$ cat config.mk
export PLATFORM = sky130hd
export DESIGN_NAME = apb_share_top
export DESIGN_NICKNAME = d
export VERILOG_FILES = /design/src/rtl/apb_share_pkg.sv /design/src/rtl/lzc.sv /design/src/rtl/rr_arb_tree.sv /design/src/rtl/apb_xfer_fsm.sv /design/src/rtl/apb_timeout_timer.sv /design/src/rtl/apb_share_top.sv
export SDC_FILE = /design/constraint.sdc
export NUM_CORES = 1
export LEC_CHECK = 0
export CAP_MARGIN = 10
export CORE_AREA = 2 2 158 160
export CTS_CLUSTER_DIAMETER = 50
export DETAILED_ROUTE_END_ITERATION = 8
export DIE_AREA = 0 0 160 162
export DONT_BUFFER_PORTS = 1
export PLACE_DENSITY = 0.46
export SKIP_CTS_REPAIR_TIMING = 1
export SYNTH_ARGS = -nofsm -noshare
export SYNTH_HDL_FRONTEND = slang
export SYNTH_SLANG_ARGS = --single-unit
$ cat constraint.sdc
create_clock -name clk_i -period 10.9 [get_ports clk_i]
set_clock_uncertainty 0.05 [all_clocks]
set_input_delay 2.18 -clock clk_i [delete_from_list [all_inputs] [get_ports clk_i]]
set_output_delay 2.18 -clock clk_i [all_outputs]
set_load 0.02 [all_outputs]
$ cat src/rtl/apb_share_pkg.sv
////////////////////
// shared types for the APB requester port
// holds bus widths, client request and response structs, the APB bus
// structs and the transfer FSM state encoding
////////////////////

`default_nettype none

package apb_share_pkg;

  ////////////////////
  // bus widths
  ////////////////////

  // byte address on the APB side
  typedef logic [31:0] addr_t;
  // one APB data word
  typedef logic [31:0] data_t;

  ////////////////////
  // client side
  ////////////////////

  // one register access from a client, this is also the payload of the arbiter
  typedef struct packed {
    addr_t addr;
    data_t wdata;
    logic  write;
  } client_req_t;

  // result handed back to the client that issued the access
  typedef struct packed {
    data_t rdata;
    logic  err;
  } client_rsp_t;

  ////////////////////
  // APB side
  ////////////////////

  // signals driven by the requester
  typedef struct packed {
    addr_t paddr;
    data_t pwdata;
    logic  pwrite;
    logic  psel;
    logic  penable;
  } apb_req_t;

  // signals driven by the completer
  typedef struct packed {
    data_t prdata;
    logic  pready;
    logic  pslverr;
  } apb_rsp_t;

  // transfer FSM states, RESP is the single cycle that returns the result
  typedef enum logic [1:0] {
    IDLE   = 2'd0,
    SETUP  = 2'd1,
    ACCESS = 2'd2,
    RESP   = 2'd3
  } xfer_state_e;

endpackage

`default_nettype wire

$ cat src/rtl/lzc.sv
////////////////////
// trailing-zero counter with an empty flag
// the fair arbiter uses it to find the next requester around its pointer
////////////////////

`timescale 1ns/1ps
`default_nettype none

module lzc #(
  parameter int unsigned WIDTH = 4,
  // width of the count, derived from WIDTH
  localparam int unsigned CntWidth = (WIDTH > 1) ? $clog2(WIDTH) : 1
) (
  input  logic [WIDTH-1:0]    in_i,
  output logic [CntWidth-1:0] cnt_o,
  output logic                empty_o
);

  // the lowest set bit wins, so the scan runs from the top down and
  // every set bit found later overwrites the one before it
  // the count is zero when nothing is set, empty_o tells the two apart
  always_comb begin
    cnt_o = '0;
    for (int i = WIDTH - 1; i >= 0; i--) begin
      if (in_i[i]) begin
        cnt_o = CntWidth'(i);
      end
    end
  end

  // no bit set at all
  assign empty_o = ~|in_i;

endmodule

`default_nettype wire

$ cat src/rtl/rr_arb_tree.sv
////////////////////
// logarithmic round-robin arbitration tree over client requests
// FairArb picks the jump-to-next-requester scheme, otherwise the pointer
// rotates by one; a decision is locked in while the grant is held back
////////////////////

`timescale 1ns/1ps
`default_nettype none

module rr_arb_tree #(
  parameter int unsigned NumIn   = 4,
  parameter bit          FairArb = 1'b1,
  // width of the index, derived from NumIn
  localparam int unsigned IdxWidth = (NumIn > 1) ? $clog2(NumIn) : 1
) (
  input  logic                                   clk_i,
  input  logic                                   rst_ni,
  input  logic [NumIn-1:0]                       req_i,
  output logic [NumIn-1:0]                       gnt_o,
  input  apb_share_pkg::client_req_t [NumIn-1:0] data_i,
  output logic                                   req_o,
  input  logic                                   gnt_i,
  output apb_share_pkg::client_req_t             data_o,
  output logic [IdxWidth-1:0]                    idx_o
);

  if (NumIn == 1) begin : gen_pass_through
    // a single client goes straight through
    assign req_o    = req_i[0];
    assign gnt_o[0] = gnt_i;
    assign data_o   = data_i[0];
    assign idx_o    = '0;
  end else begin : gen_arbiter
    localparam int unsigned NumLevels = $clog2(NumIn);
    localparam int unsigned NumNodes  = 2 ** NumLevels - 1;

    typedef logic [IdxWidth-1:0] idx_t;

    // node 0 is the root, the children of node n are 2n+1 and 2n+2
    idx_t                       [NumNodes-1:0] index_nodes;
    apb_share_pkg::client_req_t [NumNodes-1:0] data_nodes;
    logic                       [NumNodes-1:0] req_nodes;
    logic                       [NumNodes-1:0] gnt_nodes;

    // rr_q is the round-robin pointer, prio is the input that wins now
    idx_t             rr_q;
    idx_t             rr_d;
    idx_t             prio;
    logic             lock_q;
    logic [NumIn-1:0] req_q;
    logic [NumIn-1:0] req_d;

    assign req_o = req_nodes[0];
    assign data_o = data_nodes[0];
    assign idx_o = index_nodes[0];

    ////////////////////
    // lock-in
    ////////////////////

    // a request that is not granted freezes the request vector seen by the
    // tree, so the same input stays selected until the grant comes
    assign req_d = lock_q ? req_q : req_i;

    always_ff @(posedge clk_i or negedge rst_ni) begin
      if (!rst_ni) begin
        lock_q <= 1'b0;
        req_q  <= '0;
      end else begin
        lock_q <= req_o & ~gnt_i;
        req_q  <= req_d;
      end
    end

    ////////////////////
    // pointer update
    ////////////////////

    if (FairArb) begin : gen_fair
      logic [NumIn-1:0] upper_mask;
      logic [NumIn-1:0] lower_mask;
      idx_t             upper_idx;
      idx_t             lower_idx;
      logic             upper_empty;
      logic             lower_empty;

      // the pointer holds the last served input, requests above it come first
      for (genvar i = 0; i < NumIn; i++) begin : gen_mask
        assign upper_mask[i] = (idx_t'(i) > rr_q) ? req_d[i] : 1'b0;
        assign lower_mask[i] = (idx_t'(i) <= rr_q) ? req_d[i] : 1'b0;
      end

      lzc #(
        .WIDTH (NumIn)
      ) i_lzc_upper (
        .in_i    (upper_mask),
        .cnt_o   (upper_idx),
        .empty_o (upper_empty)
      );

      lzc #(
        .WIDTH (NumIn)
      ) i_lzc_lower (
        .in_i    (lower_mask),
        .cnt_o   (lower_idx),
        .empty_o (lower_empty)
      );

      // wrap to the lowest requester when nothing waits above the pointer
      assign prio = !upper_empty ? upper_idx : (!lower_empty ? lower_idx : rr_q);
      // remember who was served
      assign rr_d = (req_o && gnt_i) ? idx_o : rr_q;
    end else begin : gen_rotate
      // the pointer itself is the priority and moves on by one per grant
      assign prio = rr_q;
      assign rr_d = (req_o && gnt_i) ?
                    ((rr_q == idx_t'(NumIn - 1)) ? '0 : rr_q + idx_t'(1)) : rr_q;
    end

    always_ff @(posedge clk_i or negedge rst_ni) begin
      if (!rst_ni) begin
        rr_q <= '0;
      end else begin
        rr_q <= rr_d;
      end
    end

    ////////////////////
    // selector tree
    ////////////////////

    assign gnt_nodes[0] = gnt_i;

    // each level takes one pointer bit, the root uses the most significant
    for (genvar level = 0; level < NumLevels; level++) begin : gen_levels
      for (genvar l = 0; l < 2 ** level; l++) begin : gen_level
        localparam int unsigned Node  = 2 ** level - 1 + l;
        localparam int unsigned Child = 2 ** (level + 1) - 1 + 2 * l;
        localparam int unsigned Bit   = NumLevels - 1 - level;

        if (level == NumLevels - 1) begin : gen_leaf
          if (2 * l < NumIn - 1) begin : gen_pair
            logic sel;

            // take the odd input if the even one is idle or the pointer says so
            assign sel = ~req_d[2*l] | (req_d[2*l+1] & prio[Bit]);
            assign req_nodes[Node] = req_d[2*l] | req_d[2*l+1];
            assign index_nodes[Node] = idx_t'(sel);
            assign data_nodes[Node] = sel ? data_i[2*l+1] : data_i[2*l];
            assign gnt_o[2*l] = gnt_nodes[Node] & req_d[2*l] & ~sel;
            assign gnt_o[2*l+1] = gnt_nodes[Node] & req_d[2*l+1] & sel;
          end else if (2 * l == NumIn - 1) begin : gen_single
            // odd input count leaves one input without a partner
            assign req_nodes[Node] = req_d[2*l];
            assign index_nodes[Node] = '0;
            assign data_nodes[Node] = data_i[2*l];
            assign gnt_o[2*l] = gnt_nodes[Node] & req_d[2*l];
          end else begin : gen_empty
            assign req_nodes[Node] = 1'b0;
            assign index_nodes[Node] = '0;
            assign data_nodes[Node] = '0;
          end
        end else begin : gen_inner
          logic sel;

          assign sel = ~req_nodes[Child] | (req_nodes[Child+1] & prio[Bit]);
          assign req_nodes[Node] = req_nodes[Child] | req_nodes[Child+1];
          // the right subtree sets this level's bit of the index
          assign index_nodes[Node] = sel ?
                                     (index_nodes[Child+1] | idx_t'(1 << Bit)) :
                                     index_nodes[Child];
          assign data_nodes[Node] = sel ? data_nodes[Child+1] : data_nodes[Child];
          assign gnt_nodes[Child] = gnt_nodes[Node] & ~sel;
          assign gnt_nodes[Child+1] = gnt_nodes[Node] & sel;
        end
      end
    end
  end

endmodule

`default_nettype wire

$ cat src/rtl/apb_xfer_fsm.sv
////////////////////
// transfer FSM for the shared APB port
// accepts the arbitrated request in IDLE, runs SETUP and ACCESS on the bus
// and pulses the response to the issuing client in RESP
////////////////////

`timescale 1ns/1ps
`default_nettype none

module apb_xfer_fsm #(
  parameter int unsigned NumClients = 4,
  // width of the client index, derived from NumClients
  localparam int unsigned IdxWidth = (NumClients > 1) ? $clog2(NumClients) : 1
) (
  input  logic                       clk_i,
  input  logic                       rst_ni,
  input  logic                       arb_valid_i,
  input  apb_share_pkg::client_req_t arb_req_i,
  input  logic [IdxWidth-1:0]        arb_idx_i,
  output logic                       arb_ready_o,
  output apb_share_pkg::apb_req_t    apb_req_o,
  input  apb_share_pkg::apb_rsp_t    apb_rsp_i,
  output logic                       tmr_start_o,
  output logic                       tmr_run_o,
  input  logic                       tmr_expired_i,
  output logic [NumClients-1:0]      rsp_valid_o,
  output apb_share_pkg::client_rsp_t rsp_o
);

  apb_share_pkg::xfer_state_e state_q;
  apb_share_pkg::xfer_state_e state_d;
  apb_share_pkg::client_req_t req_q;
  apb_share_pkg::client_rsp_t rsp_q;
  logic [IdxWidth-1:0]        idx_q;
  logic                       accept;
  logic                       access_done;

  // only IDLE takes a new request
  assign arb_ready_o = (state_q == apb_share_pkg::IDLE);
  assign accept = arb_valid_i & arb_ready_o;

  // completer answers or the timer gives up, a real answer wins a tie
  assign access_done = (state_q == apb_share_pkg::ACCESS) &
                       (apb_rsp_i.pready | tmr_expired_i);

  ////////////////////
  // state sequence
  ////////////////////

  always_comb begin
    state_d = state_q;
    unique case (state_q)
      apb_share_pkg::IDLE:   if (accept) state_d = apb_share_pkg::SETUP;
      apb_share_pkg::SETUP:  state_d = apb_share_pkg::ACCESS;
      apb_share_pkg::ACCESS: if (access_done) state_d = apb_share_pkg::RESP;
      apb_share_pkg::RESP:   state_d = apb_share_pkg::IDLE;
      default:               state_d = apb_share_pkg::IDLE;
    endcase
  end

  always_ff @(posedge clk_i or negedge rst_ni) begin
    if (!rst_ni) begin
      state_q <= apb_share_pkg::IDLE;
    end else begin
      state_q <= state_d;
    end
  end

  ////////////////////
  // capture registers
  ////////////////////

  // request and client index are taken at acceptance, the result at the
  // end of ACCESS; a timed out access returns zero data with err set
  always_ff @(posedge clk_i) begin
    if (accept) begin
      req_q <= arb_req_i;
      idx_q <= arb_idx_i;
    end
    if (access_done) begin
      if (apb_rsp_i.pready) begin
        rsp_q.rdata <= req_q.write ? '0 : apb_rsp_i.prdata;
        rsp_q.err   <= apb_rsp_i.pslverr;
      end else begin
        rsp_q.rdata <= '0;
        rsp_q.err   <= 1'b1;
      end
    end
  end

  // the timer is loaded in SETUP and counts through ACCESS
  assign tmr_start_o = (state_q == apb_share_pkg::SETUP);
  assign tmr_run_o = (state_q == apb_share_pkg::ACCESS);

  // address and data stay on the bus from SETUP through ACCESS
  always_comb begin
    apb_req_o.paddr   = req_q.addr;
    apb_req_o.pwdata  = req_q.wdata;
    apb_req_o.pwrite  = req_q.write;
    apb_req_o.psel    = (state_q == apb_share_pkg::SETUP) |
                        (state_q == apb_share_pkg::ACCESS);
    apb_req_o.penable = (state_q == apb_share_pkg::ACCESS);
  end

  // one pulse for the client that issued the access
  always_comb begin
    rsp_valid_o = '0;
    if (state_q == apb_share_pkg::RESP) begin
      rsp_valid_o[idx_q] = 1'b1;
    end
  end

  assign rsp_o = rsp_q;

endmodule

`default_nettype wire

$ cat src/rtl/apb_timeout_timer.sv
////////////////////
// timeout down-counter for the APB access phase
// flags an access phase that has run for TimeoutCycles cycles
////////////////////

`timescale 1ns/1ps
`default_nettype none

module apb_timeout_timer #(
  parameter int unsigned TimeoutCycles = 8,
  localparam int unsigned CntWidth = $clog2(TimeoutCycles + 1)
) (
  input  logic clk_i,
  input  logic rst_ni,
  input  logic start_i,
  input  logic run_i,
  output logic expired_o
);

  logic [CntWidth-1:0] cnt_q;

  // the load happens on the edge into the first counted cycle, so the
  // count reaches zero in the last allowed cycle
  always_ff @(posedge clk_i or negedge rst_ni) begin
    if (!rst_ni) begin
      cnt_q <= '0;
    end else if (start_i) begin
      cnt_q <= CntWidth'(TimeoutCycles - 1);
    end else if (run_i && (cnt_q != '0)) begin
      cnt_q <= cnt_q - CntWidth'(1);
    end
  end

  // only meaningful while the phase is still running
  assign expired_o = run_i & (cnt_q == '0);

endmodule

`default_nettype wire

$ cat src/rtl/apb_share_top.sv
////////////////////
// shared APB requester port
// clients issue one access each, the arbiter picks one, the FSM runs it
// on the APB master port and the timer ends accesses that never finish
////////////////////

`timescale 1ns/1ps
`default_nettype none

module apb_share_top #(
  parameter int unsigned NumClients    = 4,
  parameter int unsigned TimeoutCycles = 8,
  parameter bit          FairArb       = 1'b1,
  localparam int unsigned IdxWidth = (NumClients > 1) ? $clog2(NumClients) : 1
) (
  input  logic                                        clk_i,
  input  logic                                        rst_ni,
  input  logic [NumClients-1:0]                       req_valid_i,
  input  apb_share_pkg::client_req_t [NumClients-1:0] req_i,
  output logic [NumClients-1:0]                       req_ready_o,
  output logic [NumClients-1:0]                       rsp_valid_o,
  output apb_share_pkg::client_rsp_t                  rsp_o,
  output apb_share_pkg::apb_req_t                     apb_req_o,
  input  apb_share_pkg::apb_rsp_t                     apb_rsp_i
);

  // arbiter to FSM
  logic                       arb_valid;
  logic                       arb_ready;
  apb_share_pkg::client_req_t arb_req;
  logic [IdxWidth-1:0]        arb_idx;

  // FSM to timer
  logic tmr_start;
  logic tmr_run;
  logic tmr_expired;

  // the grant vector doubles as the ready of each client
  rr_arb_tree #(
    .NumIn   (NumClients),
    .FairArb (FairArb)
  ) i_rr_arb_tree (
    .clk_i  (clk_i),
    .rst_ni (rst_ni),
    .req_i  (req_valid_i),
    .gnt_o  (req_ready_o),
    .data_i (req_i),
    .req_o  (arb_valid),
    .gnt_i  (arb_ready),
    .data_o (arb_req),
    .idx_o  (arb_idx)
  );

  apb_xfer_fsm #(
    .NumClients (NumClients)
  ) i_apb_xfer_fsm (
    .clk_i         (clk_i),
    .rst_ni        (rst_ni),
    .arb_valid_i   (arb_valid),
    .arb_req_i     (arb_req),
    .arb_idx_i     (arb_idx),
    .arb_ready_o   (arb_ready),
    .apb_req_o     (apb_req_o),
    .apb_rsp_i     (apb_rsp_i),
    .tmr_start_o   (tmr_start),
    .tmr_run_o     (tmr_run),
    .tmr_expired_i (tmr_expired),
    .rsp_valid_o   (rsp_valid_o),
    .rsp_o         (rsp_o)
  );

  apb_timeout_timer #(
    .TimeoutCycles (TimeoutCycles)
  ) i_apb_timeout_timer (
    .clk_i     (clk_i),
    .rst_ni    (rst_ni),
    .start_i   (tmr_start),
    .run_i     (tmr_run),
    .expired_o (tmr_expired)
  );

endmodule

`default_nettype wire

==> results.txt <==
Post-synth top flop = edfxtp_1
Num CTS Buffers = 17
First-pass GRT wire length = 25000 um
Crit Path Max Fanout = 49
TritonRoute pass-1 iters = 4
Least-Margin Pin Slew = 1.03 ns
Site Rows = 57
Slew Limit Fails = 0
IO Port Bufs = 0
Core box area = 24100 sq um
Status = finished clean
DRC viols = 0
Total global routing overflow = 0
Die ar. = 25900 sq um
Fillers = 2508
Final Wtd Congestion = 0.819
Mean post-synth cell area = 14.0 sq um
Worst path required time = 8.67 ns
Mapped Cells = 445
Critical Path End Type = output port
Finish-stage setup viols = 0
Critical Path Source = req_valid_i[1]
Die W = 160 um
Seq/Total Area, Yosys = 53.5%
Max Clk Rate = 0.144 GHz
Initial DRC Count = 236
Via count = 3674
Switching Fraction = 40.5%
Net count of the finished layout = 748
Fin crit period = 6.96 ns
Netlist cell types = 45
Antenna viol nets, final = 0
Max Root-Sink Buffers = 2
CTS sink cnt = 113
Async SR Flop Fraction = 11.5%
Min-delay src = i_apb_timeout_timer.cnt_q[1]
Design Area, Final = 7150 sq um
Clock power frac = 21.0%
Initial antenna violation count = 0
Die H = 162 um
Startpoint Class = input pin
Largest net degree at the start of global routing = 50
RSZ-0062 raised after global routing = false
Final core utilization = 29.7%
Number of global-route vias before repair = 3936
Io pins = 408
Worst reg2reg path depth = 7
Final period util = 63.9%
H-tree Lvls = 4
Pint = 1.70 mW
Dpl hpwl = 13800 um
Maximum vdd drop = 0.138 mV
Initial Util = 25.8%
Clock-pin slew on the worst setup and hold paths = 0.05 ns
Warnings, synthesis = 0
Sequential Power Share = 38.4%
Reg2Reg Launch Point = i_rr_arb_tree.gen_arbiter.lock_q
Wirelength per Cell = 22.9 um
Syn nets = 751
Share of layout cells above drive strength 1 = 10.1%
Number of synthesized flops with an enable pin = 100
Combinational fraction of design power = 40.6%
Placed inst area = 6530 sq um
WP data arrival = 4.73 ns
P per Cell Area = 399 nW/um^2
Hold path depth = 1
Tot GR Track Use = 13.2%
Root Buffer = clkbuf_16
Leak = 2.80 nW
CTS tree = yes
MaxCap Viol Count = 0
Slew headroom = 31.0%
Power after layout = 2.85 mW
WS Path Type = input pin to output port
Seq cells post-synth = 113
Min-Delay Path Class = flip-flop to flip-flop
Final wirelength = 17800 um
Synth Cell Area = 6220 sq um
Hold Fails Final Rpt = 0
Mean number of vias per cell = 4.72
Final setup TNS = 0 ns
Worst-Skew Late Latency = 0.41 ns
Net Sw Power = 1.16 mW
Inserted Diodes = 0
Area Growth Syn to Fin = 14.9%
cell usage in the layout, fill, tap and decap left out, drive strengths merged, types with 2 or more instances in the layout:
| cell type | count |
|---|---|
| mux2i | 196 |
| or4 | 2 |
| edfxtp | 100 |
| and2 | 32 |
| clkinv | 4 |
| o21a | 2 |
| nand2b | 6 |
| nor2 | 8 |
| a31oi | 3 |
| clkbuf | 20 |
| ha | 6 |
| a32oi | 2 |
| inv | 8 |
| o21ai | 3 |
| mux2 | 5 |
| nand2 | 5 |
| nor3b | 2 |
| and3 | 3 |
| dfrtp | 13 |
| clkinvlp | 2 |
| bufinv | 5 |
| buf | 7 |
| nor2b | 2 |
Yosys cell counts, types with 2 or more instances:
master / number / area (sq um)
edfxtp_1: 100 / 3000
dfrtp_1: 13 / 325
nor2b_1: 2 / 12.5
and2_1: 32 / 200
inv_2: 2 / 7.51
inv_1: 6 / 22.5
nor2_1: 8 / 30.0
mux2i_1: 195 / 1950
mux2_2: 4 / 45.0
buf_6: 5 / 56.3
a31oi_1: 3 / 18.8
nor3b_1: 2 / 15.0
o21ai_0: 2 / 10.0
nand2b_1: 6 / 37.5
clkbuf_1: 4 / 15.0
buf_2: 12 / 60.1
nand2_1: 5 / 18.8
o21a_1: 2 / 15.0
and3_1: 3 / 18.8
ha_1: 6 / 75.1
or4_1: 2 / 15.0
buf_4: 8 / 60.1
kinds of logic (layout without fill, tap and decap cells):
family / after synthesis / in the layout / share of synthesized area, %
buffers and inverters: 37 / 46 / 3.56
flip-flops: 113 / 113 / 53.5
adder cells (fa/ha/maj): 6 / 6 / 1.21
XOR/XNOR: 2 / 2 / 0.282
AND/OR/NAND/NOR: 66 / 66 / 6.29
AO/OA/AOI/OAI: 20 / 20 / 2.55
multiplexers: 201 / 201 / 32.6
sequential cells by signal (all words and copies together) (netlist names):
signal,cells
i_apb_xfer_fsm.idx_q,2
i_rr_arb_tree.gen_arbiter.rr_q,2
i_apb_xfer_fsm.rsp_o,33
i_apb_timeout_timer.cnt_q,4
i_rr_arb_tree.gen_arbiter.lock_q,1
i_apb_xfer_fsm.state_q,2
i_apb_xfer_fsm.apb_req_o,65
i_rr_arb_tree.gen_arbiter.req_q,4
stage by stage:
step / worst slack, ns / hold WS [ns] / instances
after floorplan: 4.82 / 0.423 / 445
after global placement: 4.03 / 0.437 / 747
after detailed placement: 3.96 / 0.455 / 747
after CTS: 3.92 / 0.467 / 778
after global routing: 3.80 / 0.490 / 778
final: 3.94 / 0.465 / 778
per-layer routing:
metal,wire [um],GRT usage (%),vias to the layer above,part of all wire [%]
li1,-,-,1670,-
met1,6690,14.2,1771,38
met2,9490,23.9,221,53
met3,1440,5.39,12,8.1
met4,199,4.14,0,1.1
met5,0,0,-,0
path summary, 6_finish.rpt:
kind | endpoint | slack [ns]
worst max-delay path | req_ready_o[2] | 3.94
worst min-delay path | i_apb_timeout_timer.cnt_q[1] | 0.46
worst max register to register | i_apb_xfer_fsm.apb_req_o[6] | 7.28
worst min register to register | i_apb_timeout_timer.cnt_q[1] | 0.46
max in group asynchronous | i_rr_arb_tree.gen_arbiter.req_q[3] | 9.31
min in group asynchronous | i_rr_arb_tree.gen_arbiter.rr_q[1] | 1.41
power groups by stage:
stage	Sequential (mW)	Clock [mW]	Combinational [mW]
6_report	1.10	0.600	1.16
5_1_grt	1.12	0.634	1.27
4_1_cts	1.11	0.615	1.19
3_5_place_dp	1.11	0	1.20
3_3_place_gp	1.11	0	1.16
2_1_floorplan	1.05	0	1.01
critical path, stage by stage:
cell	delay, ns
mux2i_4	0.21
inv_2	0.12
o211a_1	0.26
a21boi_4	0.70
buf_4	0.75
and3_1	0.41
area by class of cell:
| class | count | area [sq um] | area share [%] |
|---|---|---|---|
| Tap cell | 324 | 405 | 5.67 |
| Inverter | 8 | 30.0 | 0.420 |
| Sequential cell | 113 | 3330 | 46.6 |
| Timing Repair Buffer | 7 | 52.6 | 0.735 |
| Clock inverter | 11 | 188 | 2.63 |
| Multi-Input combinational cell | 295 | 2710 | 37.9 |
| Clock buffer | 20 | 437 | 6.11 |
No activity file was read; power rests on OpenSTA's default activity.
